==> src/design/ghrd_pkg.sv <==
// shared widths, request and trace-event structs, pulse states, default constants
package ghrd_pkg;

  // ========================================
  // board vector widths
  // ========================================
  typedef logic [3:0] key_t;     // push-keys, active low
  typedef logic [9:0] sw_t;      // slide switches
  typedef logic [8:0] led_pio_t; // leds driven by the processor pio
  typedef logic [9:0] ledr_t;    // board leds, bit 0 is the heartbeat

  // ========================================
  // grouped signals
  // ========================================

  // one bit per reset domain of the hps reset manager
  // cold sits in bit 0, as on the source/probe request vector
  typedef struct packed {
    logic debug; // bit 2
    logic warm;  // bit 1
    logic cold;  // bit 0
  } reset_req_t;

  // word for the stm hardware-event port, msb first
  typedef struct packed {
    logic [4:0] pad;     // fills the 28-bit event port, always zero
    sw_t        sw;      // [22:13]
    led_pio_t   led;     // [12:4]
    key_t       buttons; // [3:0] debounced keys
  } stm_hw_events_t;

  // reset pulse fsm
  typedef enum logic {
    PULSE_IDLE   = 1'b0, // output released
    PULSE_ACTIVE = 1'b1  // output held low
  } pulse_state_e;

  // ========================================
  // defaults for a 50 MHz fabric clock
  // ========================================
  localparam int DEBOUNCE_TIMEOUT_DEF = 50000;    // 1 ms of stable key level
  localparam int COLD_PULSE_DEF       = 6;        // cycles low
  localparam int WARM_PULSE_DEF       = 2;
  localparam int DEBUG_PULSE_DEF      = 32;
  localparam int HEARTBEAT_HALF_DEF   = 25000000; // 0.5 s per led phase

endpackage

==> src/design/fabric_top.sv <==
// fabric top: key debounce, hps reset pulses, heartbeat led, trace-event packing
`timescale 1ns/1ps

module fabric_top #(
  parameter int DEBOUNCE_TIMEOUT = ghrd_pkg::DEBOUNCE_TIMEOUT_DEF,
  parameter int COLD_PULSE       = ghrd_pkg::COLD_PULSE_DEF,
  parameter int WARM_PULSE       = ghrd_pkg::WARM_PULSE_DEF,
  parameter int DEBUG_PULSE      = ghrd_pkg::DEBUG_PULSE_DEF,
  parameter int HEARTBEAT_HALF   = ghrd_pkg::HEARTBEAT_HALF_DEF
) (
  input  logic                     fpga_clk_50,
  input  logic                     hps_fpga_reset_n, // from the hps h2f reset
  input  ghrd_pkg::key_t           key,              // raw push-keys, active low
  input  ghrd_pkg::sw_t            sw,
  input  ghrd_pkg::led_pio_t       led_pio,          // processor led pio
  input  ghrd_pkg::reset_req_t     reset_req,        // request levels, active high
  output ghrd_pkg::ledr_t          ledr,
  output ghrd_pkg::reset_req_t     f2h_reset_req_n,  // pulses to the reset manager
  output ghrd_pkg::stm_hw_events_t stm_hw_events
);

  import ghrd_pkg::*;

  key_t debounced_keys;  // active low, also read back by the processor
  logic heartbeat_level;

  // ========================================
  // key debounce
  // ========================================
  key_debounce #(
    .TIMEOUT (DEBOUNCE_TIMEOUT)
  ) u_debounce (
    .fpga_clk_50      (fpga_clk_50),
    .hps_fpga_reset_n (hps_fpga_reset_n),
    .key_raw          (key),
    .key_clean        (debounced_keys)
  );

  // ========================================
  // hps reset requests
  // ========================================
  reset_pulse_gen #(
    .PULSE_CYCLES (COLD_PULSE)
  ) u_cold (
    .fpga_clk_50      (fpga_clk_50),
    .hps_fpga_reset_n (hps_fpga_reset_n),
    .req              (reset_req.cold),
    .req_pulse_n      (f2h_reset_req_n.cold)
  );

  reset_pulse_gen #(
    .PULSE_CYCLES (WARM_PULSE)
  ) u_warm (
    .fpga_clk_50      (fpga_clk_50),
    .hps_fpga_reset_n (hps_fpga_reset_n),
    .req              (reset_req.warm),
    .req_pulse_n      (f2h_reset_req_n.warm)
  );

  reset_pulse_gen #(
    .PULSE_CYCLES (DEBUG_PULSE)
  ) u_debug (
    .fpga_clk_50      (fpga_clk_50),
    .hps_fpga_reset_n (hps_fpga_reset_n),
    .req              (reset_req.debug),
    .req_pulse_n      (f2h_reset_req_n.debug)
  );

  // ========================================
  // heartbeat and outputs
  // ========================================
  heartbeat_blinker #(
    .HALF_PERIOD (HEARTBEAT_HALF)
  ) u_blinker (
    .fpga_clk_50      (fpga_clk_50),
    .hps_fpga_reset_n (hps_fpga_reset_n),
    .led_level        (heartbeat_level)
  );

  assign ledr = {led_pio, heartbeat_level}; // pio on 9:1, heartbeat on 0

  // trace word is pure wiring, same cycle as its sources
  assign stm_hw_events = '{
    pad:     '0,
    sw:      sw,
    led:     led_pio,
    buttons: debounced_keys
  };

endmodule

==> src/design/heartbeat_blinker.sv <==
// free-running divider toggling the heartbeat led
`timescale 1ns/1ps

module heartbeat_blinker #(
  parameter int HALF_PERIOD = ghrd_pkg::HEARTBEAT_HALF_DEF // cycles per led phase
) (
  input  logic fpga_clk_50,
  input  logic hps_fpga_reset_n,
  output logic led_level  // 1 = led on
);

  localparam int CNT_W = (HALF_PERIOD > 1) ? $clog2(HALF_PERIOD) : 1;

  typedef logic [CNT_W-1:0] cnt_t;

  cnt_t cnt; // 0 .. HALF_PERIOD-1
  logic wrap;

  assign wrap = (cnt == cnt_t'(HALF_PERIOD - 1)); // last cycle of the phase

  always_ff @(posedge fpga_clk_50 or negedge hps_fpga_reset_n)
  begin
    if (!hps_fpga_reset_n)
    begin
      cnt       <= '0;
      led_level <= 1'b0; // dark out of reset
    end
    else if (wrap)
    begin
      cnt       <= '0;
      led_level <= ~led_level; // flip once per half period
    end
    else
    begin
      cnt <= cnt + 1'b1;
    end
  end

endmodule

==> src/design/key_debounce.sv <==
// push-key synchronizer and per-key stability counters
`timescale 1ns/1ps

module key_debounce #(
  parameter int TIMEOUT = ghrd_pkg::DEBOUNCE_TIMEOUT_DEF // stable cycles to accept a level
) (
  input  logic           fpga_clk_50,
  input  logic           hps_fpga_reset_n,
  input  ghrd_pkg::key_t key_raw,   // straight from the pads, async
  output ghrd_pkg::key_t key_clean  // debounced, still active low
);

  import ghrd_pkg::*;

  localparam int N_KEYS = $bits(key_t);
  localparam int CNT_W  = (TIMEOUT > 0) ? $clog2(TIMEOUT + 1) : 1; // must hold TIMEOUT itself

  typedef logic [CNT_W-1:0] cnt_t;

  // ========================================
  // clock-domain crossing
  // ========================================
  key_t key_meta; // first flop, may go metastable
  key_t key_sync; // second flop, safe to use

  always_ff @(posedge fpga_clk_50 or negedge hps_fpga_reset_n)
  begin
    if (!hps_fpga_reset_n)
    begin
      key_meta <= '1; // released
      key_sync <= '1;
    end
    else
    begin
      key_meta <= key_raw;
      key_sync <= key_meta;
    end
  end

  // ========================================
  // stability counters
  // ========================================
  cnt_t cnt [N_KEYS]; // cycles the synced bit has disagreed with the clean bit

  // counter runs while the synced level differs from the accepted one
  // any return to the accepted level throws the count away
  always_ff @(posedge fpga_clk_50 or negedge hps_fpga_reset_n)
  begin
    if (!hps_fpga_reset_n)
    begin
      for (int i = 0; i < N_KEYS; i++)
      begin
        cnt[i] <= '0;
      end
      key_clean <= '1; // all keys up after reset
    end
    else
    begin
      for (int i = 0; i < N_KEYS; i++)
      begin
        if (key_sync[i] == key_clean[i])
        begin
          cnt[i] <= '0; // bounce back, start over
        end
        else if (cnt[i] == cnt_t'(TIMEOUT))
        begin
          key_clean[i] <= key_sync[i]; // held long enough, accept
          cnt[i]       <= '0;
        end
        else
        begin
          cnt[i] <= cnt[i] + 1'b1;
        end
      end
    end
  end

endmodule

==> src/design/reset_pulse_gen.sv <==
// rising-edge detector stretching a request into a fixed-length active-low pulse
`timescale 1ns/1ps

module reset_pulse_gen #(
  parameter int PULSE_CYCLES = ghrd_pkg::COLD_PULSE_DEF // length of the low pulse
) (
  input  logic fpga_clk_50,
  input  logic hps_fpga_reset_n,
  input  logic req,          // request level, synchronous to the fabric clock
  output logic req_pulse_n   // to the hps reset manager, active low
);

  import ghrd_pkg::*;

  localparam int CNT_W = (PULSE_CYCLES > 1) ? $clog2(PULSE_CYCLES) : 1;

  typedef logic [CNT_W-1:0] cnt_t;

  // ========================================
  // edge detection
  // ========================================
  logic req_q;    // request delayed one cycle
  logic req_rise; // level went 0 -> 1

  always_ff @(posedge fpga_clk_50 or negedge hps_fpga_reset_n)
  begin
    if (!hps_fpga_reset_n)
    begin
      req_q <= 1'b0;
    end
    else
    begin
      req_q <= req; // keeps tracking even while a pulse runs
    end
  end

  assign req_rise = req & ~req_q;

  // ========================================
  // pulse fsm
  // ========================================
  pulse_state_e state;
  cnt_t         cnt;   // cycles left after the current one

  always_ff @(posedge fpga_clk_50 or negedge hps_fpga_reset_n)
  begin
    if (!hps_fpga_reset_n)
    begin
      state <= PULSE_IDLE;
      cnt   <= '0;
    end
    else
    begin
      case (state)
        PULSE_IDLE:
        begin
          if (req_rise)
          begin
            state <= PULSE_ACTIVE;
            cnt   <= cnt_t'(PULSE_CYCLES - 1); // this edge starts cycle one
          end
        end
        PULSE_ACTIVE:
        begin
          // new edges are ignored here, the pulse is not restarted
          if (cnt == '0)
          begin
            state <= PULSE_IDLE;
          end
          else
          begin
            cnt <= cnt - 1'b1;
          end
        end
        default:
        begin
          state <= PULSE_IDLE;
        end
      endcase
    end
  end

  // low exactly while the fsm is active, straight off a flop
  assign req_pulse_n = (state != PULSE_ACTIVE);

endmodule

==> config.mk <==
export PLATFORM = sky130hd
export DESIGN_NAME = fabric_top
export DESIGN_NICKNAME = d
export VERILOG_FILES = /design/src/design/ghrd_pkg.sv /design/src/design/fabric_top.sv /design/src/design/heartbeat_blinker.sv /design/src/design/key_debounce.sv /design/src/design/reset_pulse_gen.sv
export SDC_FILE = /design/constraint.sdc
export NUM_CORES = 1
export LEC_CHECK = 0
export ABC_AREA = 1
export BUFFER_PORTS_ARGS = -buffer_cell sky130_fd_sc_hd__buf_4
export CORE_UTILIZATION = 55
export CTS_BUF_LIST = sky130_fd_sc_hd__clkbuf_4 sky130_fd_sc_hd__clkbuf_8
export DETAILED_ROUTE_END_ITERATION = 10
export GPL_ROUTABILITY_DRIVEN = 1
export PLACE_DENSITY = 0.83
export SLEW_MARGIN = 20
export SYNTH_ARGS = -nofsm -noshare
export SYNTH_HDL_FRONTEND = slang
export SYNTH_SLANG_ARGS = --single-unit
==> constraint.sdc <==
create_clock -name fpga_clk_50 -period 1.3 [get_ports fpga_clk_50]
set_input_delay 0.325 -clock fpga_clk_50 [delete_from_list [all_inputs] [get_ports fpga_clk_50]]
set_output_delay 0.325 -clock fpga_clk_50 [all_outputs]
set_load 0.01 [all_outputs]
Word level (Yosys, flattened, before mapping). Index checks and enable logic that the tools add are counted. Widths: inputs -> output; s select.

$add $sub $neg: 8. Eq/ne operators: 14. Multiplexer cells: 27. Bitwise logic cells: 14. Reductions and logical operators: 8.

Operators by type and width (number): $mux 16 (8); $add 16x1->16 const B (4); $eq 16x16->1 const B (4); $add 25x1->25 const B (1); $eq 25x25->1 const B (1); $mux 25 (1); $reduce_and 2->1 (6); $not 1->1 (11); $mux 5 (2); $ne 2x2->1 const B (5); $pmux 5 s2 (1); $mux 1 (8); $pmux 1 s2 (4); $mux 3 (2); $pmux 3 s2 (1); $logic_not 5->1 (1); $sub 5x1->5 const B (1); $eq 1x1->1 (4); $and 1x1->1 (3); $logic_not 3->1 (1); $sub 3x1->3 const B (1); $sub 1x1->1 const B (1).

Register bits: 117. Input bits: 28. Output and inout port bits: 41. Logic and storage cells: 92.

Depth between registers and ports, before layout. Gate-level depths: netlist of run 1.

Depth in word-level cells: 4. Mapped depth: 9. Gate-level depth less buffers: 9.

By module. Synthesis of run 1 repeated with hierarchy kept, for this count alone.

Cells, all modules: 863. Area, all modules: 6620.1 µm².

By module, submodules not included: key_debounce (instances 1, cells each 523, area an instance 3997.6 µm², sequential area each 1916.8 µm²); heartbeat_blinker (instances 1, cells each 223, area an instance 1640.3 µm², sequential area each 650.6 µm²); reset_pulse_gen at u_debug (instances 1, cells each 42, area an instance 362.8 µm², sequential area each 175.2 µm²); fabric_top (instances 1, cells each 35, area an instance 259.0 µm², sequential area each 0.0 µm²); reset_pulse_gen at u_cold (instances 1, cells each 30, area an instance 252.7 µm², sequential area each 125.1 µm²); reset_pulse_gen at u_warm (instances 1, cells each 10, area an instance 107.6 µm², sequential area each 75.1 µm²).

Least setup slack after synthesis of run 1. No wires, ideal clock.

Path kind: reg-to-reg. From: register u_debounce.cnt[0] (netlist bit). To: register u_debounce.cnt[2] (netlist bit). Arrival time: 1.205 ns. Setup slack: -0.025 ns. Stages on the path, launching flop included: 10. Clock period less this slack: 1.325 ns. Cells stage by stage: dfrtp_1 inv_1 ha_1 nand2_1 nor2_1 nand2_1 nor2_1 nor2_4 inv_2 nor2_1.

Cells in the longest elaborated chain, start to end: 3. Elaborated cells on any way between the ends: 4. Classes of those cells: add/sub: 1; eq/ne: 1; mux: 2.

Ends and longest elaborated chain: from (decl) (RTL line key_debounce.sv:43) `cnt_t cnt [N_KEYS];`; from (signal, indexed assignment) (RTL line key_debounce.sv:72) `cnt[i] <= cnt[i] + 1'b1;`; $add 16x1->16 or $eq 16x16->1 (tied branches) (RTL line key_debounce.sv:72, key_debounce.sv:65); $mux 16 * (RTL line key_debounce.sv:65) `else if (cnt[i] == cnt_t'(TIMEOUT))`; $mux 16 * (RTL line key_debounce.sv:61) `if (key_sync[i] == key_clean[i])`.

Every way passes the cells marked *; elsewhere a longest branch is shown, timed or not. A chain may end at the register's enable or synchronous reset.

Worst setup path after layout of run 1. Ends and elaborated chain as after synthesis.

==> flow_summary_export.csv, run 1 <==
group,metric,value,unit
synthesis,yosysTopAreaCellShare,0.4083,
routing,drt_iter0_markers,494,
routing,drt_wl_total,18.43,mm
outcome,status,"finished with violations",
cts,cts-buffers-inserted,17,
synthesis,ys_warn_count,0,
timing,finalWorstSetupSlack,-0.2256,ns
cts,cts_tree,"done",
synthesis,synth_edf_count,0,
routing,wl_per_cell,16.08,um
global_routing,grt-ovfl-total,0,
worst_setup_path,cp.required,1.63,ns
worst_setup_path,cp_max_fo,6,
timing,hold_viol,0,
routing,first_pass_iters,6,
placed_design,io_buffers,16,
final_layout,drive_above_1_share,0.4078,
timing,period_minus_slack,1.526,ns
worst_setup_path,path_cells,"inv_2, ha_4, nand2_4, nor2_4, nand2_2, nor2_4, nor2_4, inv_4, nor2_2",
cts,clkTransAtPathRegs,0.07,ns
synthesis,avgSynthCellArea,7.535,um^2
synthesis,async_flop_share,1.000,
synthesis,ys.flop_type,"dfrtp_1",
timing,setup_viol,71,
synthesis,yosysUniqueCellTypes,26,
die,rows,39,
die,start_util,0.5636,
synthesis,ys_seq_area_frac,0.4573,
timing,post-route-period-util,1.174,
synthesis,synth_most_common_cell,"nand2_1",
synthesis,synth_area_leaders,"dfrtp_1 41%, nand2_1 11%, nor2_1 10%",
min_path,min_path_type,"in -> async",
placed_design,post-place-cells,1064,
routing,final_antenna_net_count,0,
cts,clk_latency,0.44,ns
synthesis,netlist_instances,854,
placed_design,place.gp.congestion,0.9201,
timing,slew_violations,0,
synthesis,netlist_top_cells_count,"185 x nand2_1, 178 x nor2_1, 116 x inv_1",
timing,clock.fmax,655.5,MHz
placed_design,hpwl,9.383,mm
die,core-area,11420,um^2
final_layout,multi_input_area,3732,um^2
die,io_pins,69,
worst_setup_path,cpMostUsedCell,"nor2_4",
global_routing,antenna_found_initial,0,
outcome,failed_checks,"negative setup slack",
global_routing,grt_pass1_vias,5542,
die,die_h,110.2,um
run,max_cap_violations,0,
synthesis,netlist_area,6435,um^2
power_and_ir_drop,peakVddDrop,0.001116,V
final_layout,seqCellArea,2958,um^2
timing,finalSetupTns,-6.467,ns
final_layout,final_cells,1146,
synthesis,synth_top_cell_by_area,"dfrtp_1",
worst_setup_path,cpPeakStageDelay,0.40,ns
final_layout,final_net_count,1030,
global_routing,grt_max_degree,34,
worst_setup_path,start_kind,"flop",
die,die-area,12140,um^2
worst_setup_path,worstSetupPathType,"reg -> reg",
timing,skew,0.008452,ns
cts,cts_sinks,117,
global_routing,grtUsageTotal,0.2551,
power_and_ir_drop,p_leak,3.993,nW
cts,h-tree-depth,4,
final_layout,fillers,654,
cts,cts_buffer_depth,2,
timing,rsz0062_at_grt,"true",
global_routing,grt_pass1_wl,23.73,mm
worst_setup_path,cp.arrival,1.85,ns
synthesis,synth_seq_cells,117,
die,die_w,110.2,um
routing,viasPerCell,5.367,
routing,vias,6151,
final_layout,diodes,0,
power_and_ir_drop,power_density,1080,nW/um^2
routing,drc_errors,0,
worst_setup_path,end_kind,"flop",
final_layout,area_delta_synth_final,40.97,%
worst_setup_path,crit_slowest_cell,"dfrtp_1",
cts,root_buffer,"clkbuf_8",
-- per-layer routing --
| metal | up-vias | share of wire | track usage |
|---|---|---|---|
| met1 | 2951 | 0.37 | 0.2905 |
| met5 | - | 0 | 0 |
| met4 | 0 | 0.029 | 0.1006 |
| li1 | 2891 | - | - |
| met3 | 56 | 0.055 | 0.06643 |
| met2 | 253 | 0.54 | 0.4563 |
-- cells in the final DEF, fill, tap and decap left out, types with 22 or more instances in the layout --
| cell | count |
|---|---|
| nor2_2 | 44 |
| nand2_2 | 22 |
| nor2_4 | 27 |
| inv_1 | 86 |
| buf_4 | 109 |
| inv_2 | 26 |
| nand3_1 | 34 |
| buf_6 | 29 |
| nor2_1 | 119 |
| nand3_2 | 27 |
| nand2_1 | 160 |
| dfrtp_1 | 93 |
-- through the flow --
| step | power (mW) | hold slack [ns] | setup slack [ns] | utilization | cell area (um^2) |
|---|---|---|---|---|---|
| 6_report | 9.799 | 0.3255 | -0.2256 | 0.7944 | 9071 |
| 4_1_cts | 9.268 | 0.3124 | -0.1648 | 0.7075 | 8079 |
| 5_1_grt | 10.17 | 0.3417 | -0.3130 | 0.7944 | 9071 |
| 3_3_place_gp | 5.079 | 0.2513 | -0.08510 | 0.6250 | 7137 |
| 3_5_place_dp | 5.149 | 0.2504 | -0.1413 | 0.6250 | 7137 |
| 2_1_floorplan | 4.800 | 0.02941 | 0.0006380 | - | 6460 |
-- kinds of logic (layout without fill, tap and decap cells) --
group | after synthesis | in the layout | share of synthesized area
AND/OR/NAND/NOR | 495 | 496 | 0.3305
buffers and inverters | 154 | 298 | 0.1114
flip-flops | 117 | 117 | 0.4573
AO/OA/AOI/OAI | 45 | 45 | 0.03597
XOR/XNOR | 30 | 30 | 0.04083
adder cells (fa/ha/maj) | 12 | 12 | 0.02333
other | 1 | 5 | 0.0005828
-- worst max-delay path, delay by kind of cell (launching register included) --
kind / cells / cell delay [ns]
fa+ha+maj: 1 / 0.17
buf+inv: 2 / 0.24
flops: 1 / 0.40
simple gates: 6 / 0.60
-- where the power goes --
group          internal [mW]  leakage, nW  switching [mW]  total, mW
Clock                   2.46        0.243            1.51       3.97
Sequential              3.89         1.51           0.193       4.08
Combinational          0.821         2.24           0.929       1.75
-- worst paths after layout --
path	to	cells past startpoint	slack [ns]	from
min in group fpga_clk_50	u_debounce.key_sync[2]	0	0.35	u_debounce.key_meta[2]
max in group asynchronous	u_debounce.key_sync[0]	3	0.40	hps_fpga_reset_n
max reg2reg	u_debounce.cnt[2]	9	-0.23	u_debounce.cnt[0]
max	u_debounce.cnt[2]	9	-0.23	u_debounce.cnt[0]
min	u_debounce.cnt[58]	2	0.33	hps_fpga_reset_n
min reg2reg	u_debounce.key_sync[2]	0	0.35	u_debounce.key_meta[2]
-- state kept, by name (all words and copies together), names as in the netlist, 3 cells and up --
name / cells
u_debug.cnt: 5
u_debounce.key_sync: 4
u_cold.cnt: 3
u_debounce.key_meta: 4
u_debounce.key_clean: 4
u_debounce.cnt: 64
u_blinker.cnt: 25
-- final cells by class --
type                            count  area share
Clock inverter                     10     0.01931
Inverter                          117     0.04979
Sequential cell                   117      0.3261
Tap cell                          143     0.01972
Multi-Input combinational cell    588      0.4114
Clock buffer                       22     0.03200
Timing Repair Buffer              149      0.1417
-- timing repair --
action                                  4_1_cts  5_1_grt
hold endpoints to repair                     25        0
setup buffers                                15       28
gates resized for setup                      82      217
gates cloned                                  1        0
pin swaps                                    27       76
hold buffers                                  8        0
endpoints found under the setup margin       81      100
(Power assumes the default switching activity.)
==> run 2, diff against run 1 <==
--- a/config.mk
+++ b/config.mk
@@ -11,7 +11,7 @@
 export CTS_BUF_LIST = sky130_fd_sc_hd__clkbuf_4 sky130_fd_sc_hd__clkbuf_8
 export DETAILED_ROUTE_END_ITERATION = 10
 export GPL_ROUTABILITY_DRIVEN = 1
-export PLACE_DENSITY = 0.83
+export PLACE_DENSITY_LB_ADDON = 0.3
 export SLEW_MARGIN = 20
 export SYNTH_ARGS = -nofsm -noshare
 export SYNTH_HDL_FRONTEND = slang
==> run 2 against run 1 <==
  * The run still ends with negative setup slack left
  * Sequential power hardly changed
  * First-iteration DRC count is 2.8% higher
  * Critical path depth decreased by 1
  * Flip-flop and latch count unchanged
  * Utilization shrank 1.1 points
  * Critical path type unchanged
  * Highest routed layer unchanged
==> flow_summary_export.csv, run 2 (synthesis results as in run 1) <==
group,metric,value,unit
outcome,status,"finished with violations",
outcome,failed_checks,"negative setup slack",
worst_setup_path,end_kind,"flop",
timing,post-route-period-util,1.165,
timing,finalSetupTns,-6.771,ns
final_layout,final_cells,1153,
die,io_pins,69,
placed_design,post-place-cells,1064,
cts,cts-buffers-inserted,17,
global_routing,antenna_found_initial,0,
final_layout,mostFrequentLayoutCell,"nand2_1",
routing,final_antenna_net_count,0,
final_layout,fillers,670,
worst_setup_path,path_delay_family,"simple AND/OR/NAND/NOR gates",
timing,hold_ws,0.3128,ns
cts,cts_buffer_depth,2,
cts,clkTransAtPathRegs,0.08,ns
final_layout,area_delta_synth_final,38.95,%
die,die_w,110.2,um
worst_setup_path,cp.required,1.63,ns
die,core-area,11420,um^2
final_layout,final_cell_mix,"155 x nand2_1, 132 x nor2_1, 118 x buf_4, 97 x dfrtp_1, 93 x inv_1",
timing,setup_viol,74,
power_and_ir_drop,p_leak,4.048,nW
final_layout,final_core_util,0.7830,
worst_setup_path,r2r-start,"u_blinker.cnt[1]",
global_routing,grt-ovfl-total,0,
timing,skew,0.01694,ns
die,start_util,0.5636,
power_and_ir_drop,peakVddDrop,0.001250,V
worst_setup_path,path_cells,"ha_4, nand3_4, nor2_4, inv_2, nor2_4, nand3_2, nand2_1, nor2_1",
global_routing,grt_max_degree,30,
final_layout,diodes,0,
routing,drt_iter0_markers,508,
timing,slew_violations,0,
timing,hold_viol,0,
final_layout,final_net_count,1038,
routing,drc_errors,0,
final_layout,drive_above_1_share,0.3851,
final_layout,fin_area,8941,um^2
global_routing,grt_pass1_wl,23.38,mm
cts,h-tree-depth,4,
timing,finalWorstSetupSlack,-0.2142,ns
placed_design,hpwl,9.199,mm
die,rows,39,
min_path,min_path_type,"in -> async",
routing,wl_per_cell,14.79,um
global_routing,grtUsageTotal,0.2523,
die,die_h,110.2,um
cts,root_buffer,"clkbuf_8",
worst_setup_path,cp.arrival,1.84,ns
worst_setup_path,cpMostUsedCell,"nor2_4",
global_routing,grt_pass1_vias,5414,
final_layout,top_register,"u_debounce.cnt",
placed_design,place.gp.congestion,0.8800,
worst_setup_path,crit_slowest_cell,"dfrtp_1",
run,max_cap_violations,0,
routing,viasPerCell,5.305,
placed_design,dpl_cell_area,7149,um^2
final_layout,largest_register_ffs,64,
worst_setup_path,path_buf_inv,1,
worst_setup_path,r2r_end,"u_blinker.cnt[22]",
timing,rsz0062_at_grt,"true",
cts,cts_tree,"done",
worst_setup_path,cp_max_fo,6,
cts,cts_sinks,117,
worst_setup_path,rr_worst_depth,8,
power_and_ir_drop,power_density,1015,nW/um^2
placed_design,io_buffers,16,
die,die-area,12140,um^2
worst_setup_path,reg2reg_slack,-0.21,ns
worst_setup_path,cpPeakStageDelay,0.48,ns
routing,drt_wl_total,17.06,mm
worst_setup_path,start_kind,"flop",
timing,clock.fmax,660.4,MHz
cts,clk_latency,0.46,ns
power_and_ir_drop,power,9.075,mW
worst_setup_path,worstSetupPathType,"reg -> reg",
final_layout,reg.largest.list,"u_debounce.cnt x64, u_blinker.cnt x25, u_debug.cnt x5",
timing,period_minus_slack,1.514,ns
routing,first_pass_iters,6,
placed_design,pre_cts_slack,-0.1707,ns
routing,vias,6117,
[run 2: worst register-to-register path, delay by kind of cell, from the launching register on]
kind | cells | cell delay, ns
buf+inv | 1 | 0.06
flops | 1 | 0.48
simple gates | 6 | 0.66
fa+ha+maj | 1 | 0.20
[run 2: worst max-delay path by stage]
stage	from	endpoint	depth (start not counted)
after CTS	u_debounce.key_clean[1]	stm_hw_events[1]	2
after global placement	u_debounce.cnt[16]	u_debounce.cnt[17]	7
after detailed placement	u_debounce.cnt[16]	u_debounce.cnt[16]	7
after global routing	u_blinker.cnt[1]	u_blinker.cnt[18]	8
after floorplan	u_blinker.cnt[0]	u_blinker.led_level	8
final	u_blinker.cnt[1]	u_blinker.cnt[22]	8
[run 2: area by class of cell]
type	instances	area, um^2	share of cell area
repair buffers	157	1341	0.1500
well taps	143	178.9	0.02001
inverters	117	451.7	0.05052
multi-input cells	588	3635	0.4065
flip-flops and latches	117	2953	0.3303
clock inverters	4	47.55	0.005318
clock buffers	27	334.1	0.03736
[run 2: timing repair]
| item | CTS | global route |
|---|---|---|
| gates cloned | 1 | 0 |
| hold buffers | 8 | 0 |
| pin swaps | 35 | 64 |
| setup endpoints to repair | 81 | 94 |
| gates resized for setup | 99 | 168 |
| endpoints found under the hold margin | 20 | 0 |
| buffers inserted | 27 | 26 |
[run 2: layer usage]
metal  vias to the layer above  GRT usage  part of all wire
li1                       2909          -                 -
met1                      2931     0.3123              0.41
met2                       219     0.4214              0.51
met3                        58    0.07466             0.051
met4                         0    0.08647             0.029
met5                         -          0                 0
[run 2: power breakdown]
group	leakage (nW)	switching [mW]	internal, mW
combinational	2.33	0.858	0.885
clock	0.201	1.43	1.83
sequential	1.52	0.186	3.89
total	4.05	2.48	6.60
